## config.mk

```make
export PLATFORM = sky130hd
export DESIGN_NAME = trig_readout_top
export DESIGN_NICKNAME = d
export VERILOG_FILES = /design/src/source/trig_pkg.sv /design/src/source/trig_readout_top.sv /design/src/source/rr_arbiter.sv /design/src/source/word_fifo.sv /design/src/source/tdc_measure.sv /design/src/source/cmd_serializer.sv /design/src/source/trigger_counters.sv /design/src/source/trigger_fsm.sv
export SDC_FILE = /design/constraint.sdc
export NUM_CORES = 1
export LEC_CHECK = 0
export BUFFER_PORTS_ARGS = -buffer_cell sky130_fd_sc_hd__buf_2
export CORE_MARGIN = 3
export CORE_UTILIZATION = 35
export CTS_CLUSTER_DIAMETER = 120
export DETAILED_ROUTE_END_ITERATION = 16
export HOLD_SLACK_MARGIN = 0.08
export PLACE_DENSITY = 0.61
export SYNTH_ARGS = -nofsm -noshare
export SYNTH_HDL_FRONTEND = slang
export SYNTH_SLANG_ARGS = --single-unit
export TNS_END_PERCENT = 30
```

## constraint.sdc

```tcl
create_clock -name CLK_40 -period 4.1 [get_ports CLK_40]
set_clock_uncertainty 0.15 [all_clocks]
set_input_delay 0.615 -clock CLK_40 [delete_from_list [all_inputs] [get_ports CLK_40]]
set_output_delay 0.615 -clock CLK_40 [all_outputs]
set_load 0.02 [all_outputs]
```

## src/source/trig_pkg.sv

```systemverilog
// Trigger readout shared definitions
package trig_pkg;

    // output data word, header in the top nibble
    typedef logic [31:0] data_word_t;
    typedef logic [3:0]  header_t;

    // cycle timestamp since reset release
    typedef logic [15:0] timestamp_t;

    // trigger or event number, wraps around
    typedef logic [11:0] trig_num_t;

    // measured pulse width in cycles, saturates
    typedef logic [15:0] tdc_width_t;

    // queue head as seen by the arbiter
    typedef struct packed {
        logic       valid;
        data_word_t word;
    } word_stream_t;

    // source header codes
    localparam header_t HDR_TRIGGER = 4'd1;
    localparam header_t HDR_TDC     = 4'd2;

    // trigger command sent to the front end, msb first
    localparam int CMD_LEN = 5;
    localparam logic [CMD_LEN-1:0] CMD_TRIGGER = 5'b11101;

endpackage
```

## src/source/trig_readout_top.sv

```systemverilog
// Trigger and readout top level
`timescale 1ns/1ps

module trig_readout_top #(
    parameter int TRIG_FIFO_DEPTH = 8,
    parameter int TDC_FIFO_DEPTH  = 8,
    parameter int CREDITS         = 4
) (
    input  logic                 CLK_40,
    input  logic                 i_rst,
    input  logic                 i_trigger,
    input  logic                 i_veto,
    input  logic                 i_trigger_enable,
    input  logic                 i_tdc_in,
    input  logic                 i_credit_return,
    output logic                 o_busy,
    output logic                 o_cmd_data,
    output trig_pkg::data_word_t o_word,
    output logic                 o_word_valid
);

    // trigger handshake
    logic accept;
    logic cmd_ready;

    // counters
    trig_pkg::timestamp_t timestamp;
    trig_pkg::trig_num_t  trig_num;

    // queues
    trig_pkg::data_word_t   trig_word;
    trig_pkg::data_word_t   tdc_word;
    trig_pkg::word_stream_t head_trig;
    trig_pkg::word_stream_t head_tdc;
    logic                   trig_full;
    logic                   tdc_full;
    logic                   tdc_push;
    logic                   pop_trig;
    logic                   pop_tdc;

    // number before increment, timestamp of the accepting cycle
    assign trig_word = {trig_pkg::HDR_TRIGGER, trig_num, timestamp};

    trigger_fsm trigger_fsm0 (
        .CLK_40           (CLK_40),
        .i_rst            (i_rst),
        .i_trigger        (i_trigger),
        .i_veto           (i_veto),
        .i_trigger_enable (i_trigger_enable),
        .i_queue_full     (trig_full),
        .i_cmd_ready      (cmd_ready),
        .o_accept         (accept),
        .o_busy           (o_busy)
    );

    trigger_counters trigger_counters0 (
        .CLK_40      (CLK_40),
        .i_rst       (i_rst),
        .i_accept    (accept),
        .o_timestamp (timestamp),
        .o_trig_num  (trig_num)
    );

    cmd_serializer cmd_serializer0 (
        .CLK_40     (CLK_40),
        .i_rst      (i_rst),
        .i_start    (accept),
        .o_cmd_data (o_cmd_data),
        .o_ready    (cmd_ready)
    );

    // accept also arms the tdc
    tdc_measure tdc_measure0 (
        .CLK_40       (CLK_40),
        .i_rst        (i_rst),
        .i_arm        (accept),
        .i_tdc_in     (i_tdc_in),
        .i_queue_full (tdc_full),
        .o_push       (tdc_push),
        .o_word       (tdc_word)
    );

    word_fifo #(
        .DEPTH (TRIG_FIFO_DEPTH)
    ) trig_fifo0 (
        .CLK_40 (CLK_40),
        .i_rst  (i_rst),
        .i_push (accept),
        .i_word (trig_word),
        .i_pop  (pop_trig),
        .o_head (head_trig),
        .o_full (trig_full)
    );

    word_fifo #(
        .DEPTH (TDC_FIFO_DEPTH)
    ) tdc_fifo0 (
        .CLK_40 (CLK_40),
        .i_rst  (i_rst),
        .i_push (tdc_push),
        .i_word (tdc_word),
        .i_pop  (pop_tdc),
        .o_head (head_tdc),
        .o_full (tdc_full)
    );

    rr_arbiter #(
        .CREDITS (CREDITS)
    ) rr_arbiter0 (
        .CLK_40          (CLK_40),
        .i_rst           (i_rst),
        .i_head_trig     (head_trig),
        .i_head_tdc      (head_tdc),
        .i_credit_return (i_credit_return),
        .o_pop_trig      (pop_trig),
        .o_pop_tdc       (pop_tdc),
        .o_word          (o_word),
        .o_word_valid    (o_word_valid)
    );

endmodule

```

## src/source/rr_arbiter.sv

```systemverilog
// Round robin output arbiter with credits
`timescale 1ns/1ps

module rr_arbiter #(
    parameter int CREDITS = 4
) (
    input  logic                   CLK_40,
    input  logic                   i_rst,
    input  trig_pkg::word_stream_t i_head_trig,
    input  trig_pkg::word_stream_t i_head_tdc,
    input  logic                   i_credit_return,
    output logic                   o_pop_trig,
    output logic                   o_pop_tdc,
    output trig_pkg::data_word_t   o_word,
    output logic                   o_word_valid
);

    localparam int CW = $clog2(CREDITS + 1);

    logic [CW-1:0] credits;
    logic          can_send;
    logic          send;
    // last word came from the tdc queue
    logic          last_tdc;

    assign can_send = (credits != '0);

    // the loser of the last grant goes first on a tie
    assign o_pop_trig = can_send & i_head_trig.valid & (~i_head_tdc.valid | last_tdc);
    assign o_pop_tdc  = can_send & i_head_tdc.valid & ~o_pop_trig;
    assign send       = o_pop_trig | o_pop_tdc;

    always_ff @(posedge CLK_40)
    begin
        if (i_rst)
        begin
            credits      <= CW'(CREDITS);
            last_tdc     <= 1'b0;
            o_word_valid <= 1'b0;
        end
        else
        begin
            // one credit per word, one back per return pulse
            credits      <= credits - CW'(send) + CW'(i_credit_return);
            o_word_valid <= send;
            if (send)
            begin
                last_tdc <= o_pop_tdc;
            end
        end
    end

    // output word register
    always_ff @(posedge CLK_40)
    begin
        if (o_pop_trig)
        begin
            o_word <= i_head_trig.word;
        end
        else if (o_pop_tdc)
        begin
            o_word <= i_head_tdc.word;
        end
    end

endmodule

```

## src/source/word_fifo.sv

```systemverilog
// Synchronous word FIFO
`timescale 1ns/1ps

module word_fifo #(
    parameter int DEPTH = 8
) (
    input  logic                   CLK_40,
    input  logic                   i_rst,
    input  logic                   i_push,
    input  trig_pkg::data_word_t   i_word,
    input  logic                   i_pop,
    output trig_pkg::word_stream_t o_head,
    output logic                   o_full
);

    localparam int AW = (DEPTH > 1) ? $clog2(DEPTH) : 1;
    localparam int CW = $clog2(DEPTH + 1);

    trig_pkg::data_word_t mem [DEPTH];

    logic [AW-1:0] wr_ptr;
    logic [AW-1:0] rd_ptr;
    logic [CW-1:0] count;
    logic          do_push;
    logic          do_pop;

    assign do_push = i_push & ~o_full;
    assign do_pop  = i_pop & o_head.valid;

    always_ff @(posedge CLK_40)
    begin
        if (i_rst)
        begin
            wr_ptr <= '0;
            rd_ptr <= '0;
            count  <= '0;
        end
        else
        begin
            // pointers wrap at DEPTH, any depth allowed
            if (do_push)
            begin
                wr_ptr <= (wr_ptr == AW'(DEPTH - 1)) ? '0 : wr_ptr + 1'b1;
            end
            if (do_pop)
            begin
                rd_ptr <= (rd_ptr == AW'(DEPTH - 1)) ? '0 : rd_ptr + 1'b1;
            end
            count <= count + CW'(do_push) - CW'(do_pop);
        end
    end

    // storage
    always_ff @(posedge CLK_40)
    begin
        if (do_push)
        begin
            mem[wr_ptr] <= i_word;
        end
    end

    // head valid whenever not empty
    assign o_head.valid = (count != '0);
    assign o_head.word  = mem[rd_ptr];
    assign o_full       = (count == CW'(DEPTH));

endmodule

```

## src/source/tdc_measure.sv

```systemverilog
// Armed pulse width measurement
`timescale 1ns/1ps

module tdc_measure (
    input  logic                 CLK_40,
    input  logic                 i_rst,
    input  logic                 i_arm,
    input  logic                 i_tdc_in,
    input  logic                 i_queue_full,
    output logic                 o_push,
    output trig_pkg::data_word_t o_word
);

    logic                 tdc_q;
    logic                 tdc_q2;
    logic                 armed;
    logic                 measuring;
    logic                 done;
    trig_pkg::tdc_width_t width;
    trig_pkg::trig_num_t  event_num;

    // pulse ends while measuring
    assign done = measuring & ~tdc_q;

    always_ff @(posedge CLK_40)
    begin
        if (i_rst)
        begin
            tdc_q     <= 1'b0;
            tdc_q2    <= 1'b0;
            armed     <= 1'b0;
            measuring <= 1'b0;
            o_push    <= 1'b0;
            event_num <= '0;
        end
        else
        begin
            tdc_q  <= i_tdc_in;
            tdc_q2 <= tdc_q;
            o_push <= 1'b0;
            // repeated arm keeps a single pending measurement
            armed  <= (armed & ~done) | i_arm;
            if (armed && !measuring && tdc_q && !tdc_q2)
            begin
                measuring <= 1'b1;
            end
            else if (done)
            begin
                measuring <= 1'b0;
                // full queue drops the word
                if (!i_queue_full)
                begin
                    o_push    <= 1'b1;
                    event_num <= event_num + 1'b1;
                end
            end
        end
    end

    // width count and word, payload only
    always_ff @(posedge CLK_40)
    begin
        if (armed && !measuring && tdc_q && !tdc_q2)
        begin
            width <= trig_pkg::tdc_width_t'(1);
        end
        else if (measuring && tdc_q && (width != '1))
        begin
            width <= width + 1'b1;
        end
        if (done)
        begin
            o_word <= {trig_pkg::HDR_TDC, event_num, width};
        end
    end

endmodule

```

## src/source/cmd_serializer.sv

```systemverilog
// Trigger command serializer
`timescale 1ns/1ps

module cmd_serializer (
    input  logic CLK_40,
    input  logic i_rst,
    input  logic i_start,
    output logic o_cmd_data,
    output logic o_ready
);

    localparam int CNT_W = $clog2(trig_pkg::CMD_LEN);

    logic [trig_pkg::CMD_LEN-1:0] shreg;
    logic [CNT_W-1:0]             bit_cnt;
    logic                         shifting;

    always_ff @(posedge CLK_40)
    begin
        if (i_rst)
        begin
            shifting <= 1'b0;
            shreg    <= '0;
            bit_cnt  <= '0;
        end
        else if (i_start && !shifting)
        begin
            // load the pattern, first bit goes out next cycle
            shifting <= 1'b1;
            shreg    <= trig_pkg::CMD_TRIGGER;
            bit_cnt  <= '0;
        end
        else if (shifting)
        begin
            shreg <= {shreg[trig_pkg::CMD_LEN-2:0], 1'b0};
            // last bit on the line this cycle
            if (bit_cnt == CNT_W'(trig_pkg::CMD_LEN - 1))
            begin
                shifting <= 1'b0;
            end
            else
            begin
                bit_cnt <= bit_cnt + 1'b1;
            end
        end
    end

    // msb first, line idles low
    assign o_cmd_data = shifting & shreg[trig_pkg::CMD_LEN-1];

    // rises the cycle after the last bit
    assign o_ready = ~shifting;

endmodule

```

## src/source/trigger_counters.sv

```systemverilog
// Timestamp and trigger counters
`timescale 1ns/1ps

module trigger_counters (
    input  logic                  CLK_40,
    input  logic                  i_rst,
    input  logic                  i_accept,
    output trig_pkg::timestamp_t  o_timestamp,
    output trig_pkg::trig_num_t   o_trig_num
);

    always_ff @(posedge CLK_40)
    begin
        if (i_rst)
        begin
            // zero in the first cycle after reset release
            o_timestamp <= '0;
            o_trig_num  <= '0;
        end
        else
        begin
            // free running, wraps
            o_timestamp <= o_timestamp + 1'b1;
            // advances after the word took the old value
            if (i_accept)
            begin
                o_trig_num <= o_trig_num + 1'b1;
            end
        end
    end

endmodule

```

## src/source/trigger_fsm.sv

```systemverilog
// Trigger acceptance FSM
`timescale 1ns/1ps

module trigger_fsm (
    input  logic CLK_40,
    input  logic i_rst,
    input  logic i_trigger,
    input  logic i_veto,
    input  logic i_trigger_enable,
    input  logic i_queue_full,
    input  logic i_cmd_ready,
    output logic o_accept,
    output logic o_busy
);

    typedef enum logic [1:0] {
        ST_IDLE,
        ST_WAIT_READY_LOW,
        ST_WAIT_READY_HIGH
    } trig_state_t;

    trig_state_t state;

    // input registers, one stage each
    logic trig_q;
    logic trig_q2;
    logic veto_q;
    logic ready_q;

    logic trig_edge;
    logic ready_rise;

    // rising edge of the registered trigger
    assign trig_edge = trig_q & ~trig_q2;
    // acknowledge from the command serializer
    assign ready_rise = i_cmd_ready & ~ready_q;

    always_ff @(posedge CLK_40)
    begin
        if (i_rst)
        begin
            trig_q   <= 1'b0;
            trig_q2  <= 1'b0;
            veto_q   <= 1'b0;
            // ready idles high, avoid a false rise after reset
            ready_q  <= 1'b1;
            state    <= ST_IDLE;
            o_accept <= 1'b0;
        end
        else
        begin
            trig_q   <= i_trigger;
            trig_q2  <= trig_q;
            veto_q   <= i_veto;
            ready_q  <= i_cmd_ready;
            o_accept <= 1'b0;
            case (state)
                ST_IDLE:
                begin
                    // rejected edges leave everything untouched
                    if (trig_edge && i_trigger_enable && !veto_q && !i_queue_full)
                    begin
                        o_accept <= 1'b1;
                        state    <= ST_WAIT_READY_LOW;
                    end
                end
                ST_WAIT_READY_LOW:
                begin
                    // serializer has taken the start
                    if (!i_cmd_ready)
                    begin
                        state <= ST_WAIT_READY_HIGH;
                    end
                end
                ST_WAIT_READY_HIGH:
                begin
                    // command fully shifted out
                    if (ready_rise)
                    begin
                        state <= ST_IDLE;
                    end
                end
                default:
                begin
                    state <= ST_IDLE;
                end
            endcase
        end
    end

    // busy for the whole handling, edges meanwhile are ignored
    assign o_busy = (state != ST_IDLE);

endmodule

```

* Yosys cells after proc, flatten, opt, wreduce, memory -nomap -nowiden
Memories as Yosys holds them, arrays and structs flattened. A register that Yosys moved wholly into a read port is not among the register bits.
Index checks and enable logic that the tools add are counted.
** Storage, ports and cells
- Register bits :: 162
- Memories kept :: 2
- Memory bits (writable) :: 448
- Input bits :: 7
** Operators by class
- Add/subtract/negate cells :: 15
- Muxes and demuxes :: 27
- Equality and inequality tests :: 13
- Bitwise operators :: 28
- Reductions and logical operators :: 28
** Memories
- tdc_fifo0.mem :: words 8, width 28, rd ports 1, clocked after memory_dff 1, wr ports 1, RTL line word_fifo.sv:19 : trig_pkg::data_word_t mem [DEPTH];
- trig_fifo0.mem :: words 8, width 28, rd ports 1, clocked after memory_dff 1, wr ports 1, RTL line word_fifo.sv:19
** Operator list (number)
- 32-bit two-way mux :: 2
- 16-bit by 1-bit adder with 16-bit output (second input constant) :: 2
- 12-bit by 1-bit adder with 12-bit output (second input constant) :: 2
- 3-bit two-way mux :: 8
- 16-bit != test (second input constant) :: 1
- 3-bit by 1-bit adder with 3-bit output (second input constant) :: 5
- 3-bit equality test (second input constant) :: 5
- 1-bit AND :: 13
- 1-bit NOT :: 12
- 1-bit two-way mux :: 11
- 5-bit two-way mux :: 2
- 1-bit logical AND :: 9
- 4-bit by 1-bit adder with 4-bit output :: 2
- 4-bit equality test (second input constant) :: 2
- 2-bit nonzero test :: 4
- 4-bit nonzero test :: 2
- 4-bit by 1-bit subtractor with 4-bit output :: 2
- 2-bit two-way mux :: 3
- 2-bit by 1-bit != test with 1-bit output (second input constant) :: 3
- 2-bit one-hot mux with 3 select lines :: 1
- 3-bit AND reduction :: 2
- 1-bit zero test :: 5
- 2-bit OR reduction :: 2
- 3-bit by 1-bit adder with 3-bit output :: 1
- 8 further kinds :: 10

* Depth between registers and ports, before layout
- Word-level depth :: 9
- Gate-level depth with buffers :: 15

* Hierarchy
A second synthesis with hierarchy kept.
** Second synthesis, totals
- Cells, all modules :: 1397
- Area total of the unflattened synthesis :: 26781.9 µm²
** Modules (own cells, without submodules)
- word_fifo at trig_fifo0 :: area each 10470.0 µm², times used 1, cells each 449
- word_fifo at tdc_fifo0 :: area each 10463.8 µm², times used 1, cells each 449
- tdc_measure :: area each 2382.3 µm², times used 1, cells each 202
- rr_arbiter :: area each 1631.6 µm², times used 1, cells each 95
- trigger_counters :: area each 1193.6 µm², times used 1, cells each 132
- cmd_serializer :: area each 402.9 µm², times used 1, cells each 46
- trigger_fsm :: area each 230.2 µm², times used 1, cells each 22
- trig_readout_top :: area each 7.5 µm², times used 1, cells each 2

* Worst setup path before layout
OpenSTA, ideal clock, no wires.
- Path kind :: reg2reg
- Start :: register tdc_fifo0.count[2]
- End :: memory tdc_fifo0.mem[0][0] (netlist bit), enable pin
- Buffers on the path :: 1
- Stages on the path, launching flop included :: 7
- Arrival time :: 3.811 ns
- Path slack :: -0.345 ns
- Clock period less this slack :: 4.445 ns
- Data required time :: 3.466 ns
- Cell sequence :: dfxtp_1 -> inv_1 -> ha_1 -> or3b_2 -> clkbuf_1 -> nand2_1 -> nor4_1
** On the way
- Word-level cells in the longest chain between the ends :: 5
** Ends and longest elaborated chain
- start, declared :: RTL line word_fifo.sv:23 : logic [CW-1:0] count;
- start signal, assigned :: RTL line word_fifo.sv:49 : count <= count + CW'(do_push) - CW'(do_pop);
- 4-bit equality test :: RTL line word_fifo.sv:65 : assign o_full = (count == CW'(DEPTH));
- 1-bit NOT (no source line)
- 1-bit AND :: RTL line word_fifo.sv:27 : assign do_push = i_push & ~o_full;
- 1-bit two-way mux :: RTL line word_fifo.sv:56 : if (do_push)
- 1-bit two-way mux (not written as such) :: RTL line word_fifo.sv:58 : mem[wr_ptr] <= i_word;
- end, declared :: RTL line word_fifo.sv:19
Every way passes these cells.

* Worst setup path after layout
- Start :: register trig_fifo0.count[2]
- End :: register tdc_fifo0.count[1]
** On the way
- Word-level cells in the longest chain between the ends :: 7
** Ends and longest elaborated chain
- start, declared :: RTL line word_fifo.sv:23
- start signal, assigned :: RTL line word_fifo.sv:49
- 4-bit nonzero test :: RTL line word_fifo.sv:63 : assign o_head.valid = (count != '0);
- 1-bit AND (2 in a row) :: RTL line rr_arbiter.sv:29 : assign o_pop_trig = can_send & i_head_trig.valid & (~i_head_tdc.valid | last_tdc);
- 1-bit NOT :: RTL line rr_arbiter.sv:30 : assign o_pop_tdc = can_send & i_head_tdc.valid & ~o_pop_trig;
- 1-bit AND :: RTL line rr_arbiter.sv:30
- 1-bit AND :: RTL line word_fifo.sv:28 : assign do_pop = i_pop & o_head.valid;
- named net tdc_fifo0.do_pop :: RTL line word_fifo.sv:25 : logic do_pop;
- 4-bit by 1-bit subtractor with 4-bit output :: RTL line word_fifo.sv:49
The timed path passes the listed nets, and every way through them passes these cells.
A chain may end at the register's enable or synchronous reset.

==> impl_metrics.prom <==
# TYPE chip_impl_metric gauge
chip_impl_info{name="run_status",value="completed"} 1
chip_impl_metric{name="grt_usage",unit=""} 0.140
chip_impl_metric{name="vdd.ir_drop.worst",unit="uV"} 364
chip_impl_metric{name="synthesis.instances",unit=""} 1328
chip_impl_metric{name="seq_area",unit="mm^2"} 0.0174
chip_impl_metric{name="weighted_congestion_at_the_end_of_routability_driven_global_placement",unit=""} 0.743
chip_impl_info{name="main_combinational_cell_family_by_area_after_synthesis",value="multiplexers"} 1
chip_impl_metric{name="dp.final_hpwl",unit="um"} 28800
chip_impl_metric{name="routed_wirelength",unit="um"} 49100
chip_impl_metric{name="postCtsSetupRepairBufs",unit=""} 0
chip_impl_metric{name="simple_gate_fraction_of_synth_area",unit=""} 0.0645
chip_impl_metric{name="floorplan.initialDensity",unit=""} 0.357
chip_impl_info{name="endpoint_kind",value="register"} 1
chip_impl_metric{name="finish.cell_count_without_fillers",unit=""} 2323
chip_impl_metric{name="max_cap_viol_count",unit=""} 0
chip_impl_metric{name="portBuffers",unit=""} 39
chip_impl_metric{name="yosysSeqAreaShare",unit=""} 0.734
chip_impl_metric{name="drt_first_pass_iters",unit=""} 5
chip_impl_info{name="holdPathEnd",value="rr_arbiter0.credits[0]"} 1
chip_impl_metric{name="num_antenna_cells",unit=""} 0
chip_impl_metric{name="place_inst",unit=""} 2205
chip_impl_metric{name="numCtsBuffers",unit=""} 60
chip_impl_metric{name="core.rowCount",unit=""} 94
chip_impl_metric{name="cts.repair.resized",unit=""} 0
chip_impl_metric{name="post_drt_wl_per_cell",unit="um"} 21.1
chip_impl_info{name="rr_endpoint",value="tdc_fifo0.count[1]"} 1
chip_impl_metric{name="postLayoutCellArea",unit="mm^2"} 0.0272
chip_impl_metric{name="worstPathRequired",unit="ns"} 4.41
chip_impl_metric{name="finalWorstSetupSlack",unit="ns"} 1.28
chip_impl_info{name="root_buffer",value="sky130_fd_sc_hd__clkbuf_16"} 1
chip_impl_metric{name="io_pins",unit=""} 42
chip_impl_metric{name="power.combinational.fraction",unit=""} 0.151
chip_impl_info{name="synth_top_cells_by_area",value="sky130_fd_sc_hd__edfxtp_1 64%, sky130_fd_sc_hd__mux4_2 11%, sky130_fd_sc_hd__dfxtp_1 9.1%"} 1
chip_impl_metric{name="critPathArrivalTime",unit="ns"} 3.13
chip_impl_metric{name="holdBufCountCts",unit=""} 4
chip_impl_metric{name="synth_edf_count",unit=""} 506
chip_impl_metric{name="ys_warn_count",unit=""} 0
chip_impl_metric{name="power.share.switching",unit=""} 0.264
chip_impl_metric{name="fillerInstances",unit=""} 5975
chip_impl_metric{name="timing.final.crit_share",unit=""} 0.689
chip_impl_metric{name="critPathBufInv",unit=""} 2
chip_impl_metric{name="area_growth_syn_to_layout",unit="%"} 14.8
chip_impl_info{name="ordered_cell_list_for_the_critical_path",value="inv_1 -> ha_1 -> or3b_1 -> a211oi_2 -> ha_1 -> inv_1 -> ha_1 -> fa_1 -> nor2b_1"} 1
chip_impl_info{name="critical_path.top_delay_family",value="adder cells"} 1
chip_impl_metric{name="compound_gate_fraction_of_synth_area",unit=""} 0.0327
chip_impl_metric{name="number_of_antenna_violating_nets_in_the_routed_design",unit=""} 0
chip_impl_metric{name="dpl_worst_slack",unit="ns"} 1.30
chip_impl_info{name="tritoncts",value="done"} 1
chip_impl_metric{name="detail_route.vias_per_cell",unit=""} 5.19
chip_impl_metric{name="tritoncts_num_sinks",unit=""} 614
chip_impl_metric{name="min_period",unit="ns"} 2.82
chip_impl_metric{name="min_delay_path_depth",unit=""} 3
chip_impl_metric{name="place_area",unit="mm^2"} 0.0250
chip_impl_metric{name="clockPowerShare",unit=""} 0.367
chip_impl_metric{name="antenna_found_initial",unit=""} 1
chip_impl_metric{name="cell_area_after_synthesis",unit="mm^2"} 0.0237
chip_impl_metric{name="maxSlewViolCount",unit=""} 0
chip_impl_metric{name="synth_xor_xnor_area_share",unit=""} 0.0133
chip_impl_metric{name="synthAdderAreaFrac",unit=""} 0.0173
chip_impl_metric{name="grt_start_max_net_pins",unit=""} 66
chip_impl_metric{name="power_report.internal_total",unit="mW"} 11.4
chip_impl_metric{name="register_to_register_path_depth",unit=""} 9
chip_impl_info{name="path_common_cell",value="sky130_fd_sc_hd__ha_1"} 1
chip_impl_metric{name="multiInputGateArea",unit="mm^2"} 0.00598
chip_impl_metric{name="ys_types",unit=""} 58
chip_impl_metric{name="total_drc_errors_in_the_routed_layout",unit=""} 0
chip_impl_metric{name="maxClockFrequency",unit="GHz"} 0.354
chip_impl_metric{name="leakage_dissipation",unit="nW"} 8.69
chip_impl_info{name="type_of_the_tightest_min_delay_check",value="primary input to register"} 1
chip_impl_metric{name="reg2reg_setup_slack",unit="ns"} 1.28
chip_impl_info{name="netlist.top_cell.by_area",value="sky130_fd_sc_hd__edfxtp_1"} 1
chip_impl_metric{name="routed-via-count",unit=""} 12058
chip_impl_metric{name="synth_area_per_cell",unit="um^2"} 17.8
chip_impl_metric{name="die_h",unit="um"} 266
chip_impl_info{name="min_from",value="i_credit_return"} 1
chip_impl_metric{name="grt_pass1_wl",unit="um"} 75400
chip_impl_metric{name="multiplexer_share_of_the_synthesized_area",unit=""} 0.121
chip_impl_metric{name="globalRouteOverflowTotal",unit=""} 0
chip_impl_metric{name="clkTransAtPathRegs",unit="ns"} 0.06
chip_impl_metric{name="clkLatencyLatePin",unit="ns"} 0.64
chip_impl_metric{name="worst_pin_slew",unit="ns"} 0.890
chip_impl_metric{name="core_region_area",unit="mm^2"} 0.0663
chip_impl_info{name="timing.setup.critical_path_class",value="register to register"} 1
chip_impl_metric{name="drtIter0Drc",unit=""} 936
chip_impl_info{name="rr_startpoint",value="trig_fifo0.count[2]"} 1
chip_impl_metric{name="power.sequential.fraction",unit=""} 0.482
chip_impl_metric{name="post_synth_arst_share",unit=""} 0
chip_impl_info{name="worstSetupStartpointType",value="register"} 1
chip_impl_info{name="synthFlopType",value="sky130_fd_sc_hd__edfxtp_1"} 1
chip_impl_metric{name="cellPowerDensity",unit="mW/mm^2"} 571
chip_impl_metric{name="timing.critical_path.depth",unit=""} 9
chip_impl_metric{name="synth.ff_latch_count",unit=""} 614
chip_impl_metric{name="cts_buffer_depth",unit=""} 3
chip_impl_metric{name="design.die.area",unit="mm^2"} 0.0708
chip_impl_metric{name="finalHoldViolations",unit=""} 0
chip_impl_metric{name="die_width",unit="um"} 266
chip_impl_metric{name="timing.final.setup_violations",unit=""} 0
chip_impl_metric{name="cts_htree_levels",unit=""} 2
chip_impl_metric{name="net-switching-power",unit="mW"} 4.10
chip_impl_metric{name="first_global_vias",unit=""} 12483
chip_impl_metric{name="timing.max_slew.rel_slack",unit=""} 0.406
chip_impl_metric{name="yosys.area.top_type_share",unit=""} 0.642
chip_impl_metric{name="cp_max_fo",unit=""} 5
chip_impl_metric{name="drive_above_1_share",unit=""} 0.218
chip_impl_metric{name="cpPeakStageDelay",unit="ns"} 0.47
chip_impl_metric{name="num-nets-final",unit=""} 1445
chip_impl_info{name="critical_path.slowest_cell",value="sky130_fd_sc_hd__a211oi_2"} 1
chip_impl_info{name="grt_setup_unrepaired",value="false"} 1
layout by cell type (no fill, tap or decap), types with 24 or more instances in the layout:
cell type	instances
sky130_fd_sc_hd__a21oi_1	59
sky130_fd_sc_hd__dfxtp_1	102
sky130_fd_sc_hd__nand2_1	42
sky130_fd_sc_hd__inv_1	31
sky130_fd_sc_hd__nand3_1	25
sky130_fd_sc_hd__mux4_2	112
sky130_fd_sc_hd__buf_2	38
sky130_fd_sc_hd__nor2_1	61
sky130_fd_sc_hd__nor2b_1	40
sky130_fd_sc_hd__ha_1	28
sky130_fd_sc_hd__clkbuf_16	62
sky130_fd_sc_hd__xnor2_1	24
sky130_fd_sc_hd__edfxtp_1	506
sky130_fd_sc_hd__a211oi_1	29
sky130_fd_sc_hd__mux2i_1	34
sky130_fd_sc_hd__buf_4	32
cells by family (layout without fill, tap and decap cells):
family | after synthesis | in the layout
compound gates | 124 | 124
other cells | 1 | 2
simple gates | 284 | 284
buf+inv | 91 | 221
mux | 147 | 147
flops | 614 | 614
fa+ha+maj | 31 | 31
xor+xnor | 36 | 36
worst register-to-register path, stage by stage, from the launching register on:
cell	delay [ns]
sky130_fd_sc_hd__dfxtp_1	0.29
sky130_fd_sc_hd__inv_1	0.10
sky130_fd_sc_hd__ha_1	0.15
sky130_fd_sc_hd__or3b_1	0.39
sky130_fd_sc_hd__a211oi_2	0.47
sky130_fd_sc_hd__ha_1	0.31
sky130_fd_sc_hd__inv_1	0.06
sky130_fd_sc_hd__ha_1	0.18
sky130_fd_sc_hd__fa_1	0.43
sky130_fd_sc_hd__nor2b_1	0.14
power groups by stage:
stage / registers (mW) / logic [mW] / clock network (mW)
4_1_cts: 7.48 / 2.41 / 5.82
5_1_grt: 7.52 / 2.59 / 6.08
6_report: 7.47 / 2.34 / 5.69
3_5_place_dp: 7.61 / 2.40 / 0
3_3_place_gp: 7.61 / 2.35 / 0
2_1_floorplan: 7.54 / 1.59 / 0
layout make-up:
type | count | area share
Tap cell | 864 | 0.0398
Inverter | 31 | 0.00428
Clock inverter | 29 | 0.0132
Clock buffer | 85 | 0.0640
Timing Repair Buffer | 76 | 0.0188
Multi-Input combinational cell | 624 | 0.220
Sequential cell | 614 | 0.640
per-stage QoR:
stage / hold WS [ns] / setup TNS, ns / util / total power [mW]
2_1_floorplan: 0.231 / -2.96 / - / 9.13
3_3_place_gp: 0.243 / 0 / 0.377 / 9.96
3_5_place_dp: 0.258 / 0 / 0.377 / 10.0
4_1_cts: 0.170 / 0 / 0.409 / 15.7
5_1_grt: 0.235 / 0 / 0.409 / 16.2
6_report: 0.208 / 0 / 0.409 / 15.5
flip-flops by register name, summed over array words and instances, names as in the netlist, 2 cells and up, named ones only:
register                       cells
tdc_fifo0.count                    4
trigger_fsm0.state                 2
trig_fifo0.count                   4
rr_arbiter0.credits                3
tdc_fifo0.mem                    224
tdc_fifo0.rd_ptr                   3
cmd_serializer0.shreg              5
tdc_fifo0.wr_ptr                   3
cmd_serializer0.bit_cnt            3
tdc_measure0.event_num            12
trig_fifo0.mem                   224
trig_fifo0.rd_ptr                  3
rr_arbiter0.o_word                30
trig_fifo0.wr_ptr                  3
tdc_measure0.width                16
tdc_measure0.o_word               28
trigger_counters0.o_trig_num      12
trigger_counters0.o_timestamp     16
worst max-delay path by stage:
stage | startpoint | to | slack, ns
2_1_floorplan | trig_fifo0.count[2] | trig_fifo0.mem[0][0] | -0.11
3_3_place_gp | trig_fifo0.count[2] | tdc_fifo0.count[1] | 1.36
3_5_place_dp | trig_fifo0.count[2] | tdc_fifo0.count[1] | 1.30
4_1_cts | trig_fifo0.count[2] | tdc_fifo0.count[1] | 1.27
5_1_grt | trig_fifo0.count[2] | tdc_fifo0.count[1] | 1.13
6_report | trig_fifo0.count[2] | tdc_fifo0.count[1] | 1.28
routing by layer:
layer / vias up / routed length (um) / GRT usage
met2: 302 / 22800 / 0.223
met5: - / 13 / 0
met4: 2 / 1220 / 0.0461
li1: 5394 / - / -
met3: 80 / 2390 / 0.0205
met1: 6280 / 22600 / 0.200
cells in the mapped netlist, drive strengths merged, types with 3 or more instances:
library cell	n
clkbuf	24
fa	3
buf	36
ha	28
nor3b	3
a21oi	59
or3b	4
nand4	14
o21ai	13
nor4	11
mux2i	34
o211ai	6
or4	5
nand2b	11
nand3	26
dfxtp	108
inv	31
edfxtp	506
xor2	12
a211oi	30
nor3	28
nor2b	40
nand2	42
or3	14
xnor2	24
and4	3
and3	6
o31ai	6
mux4	112
nor2	67
Power figures use the tool's default switching activity.
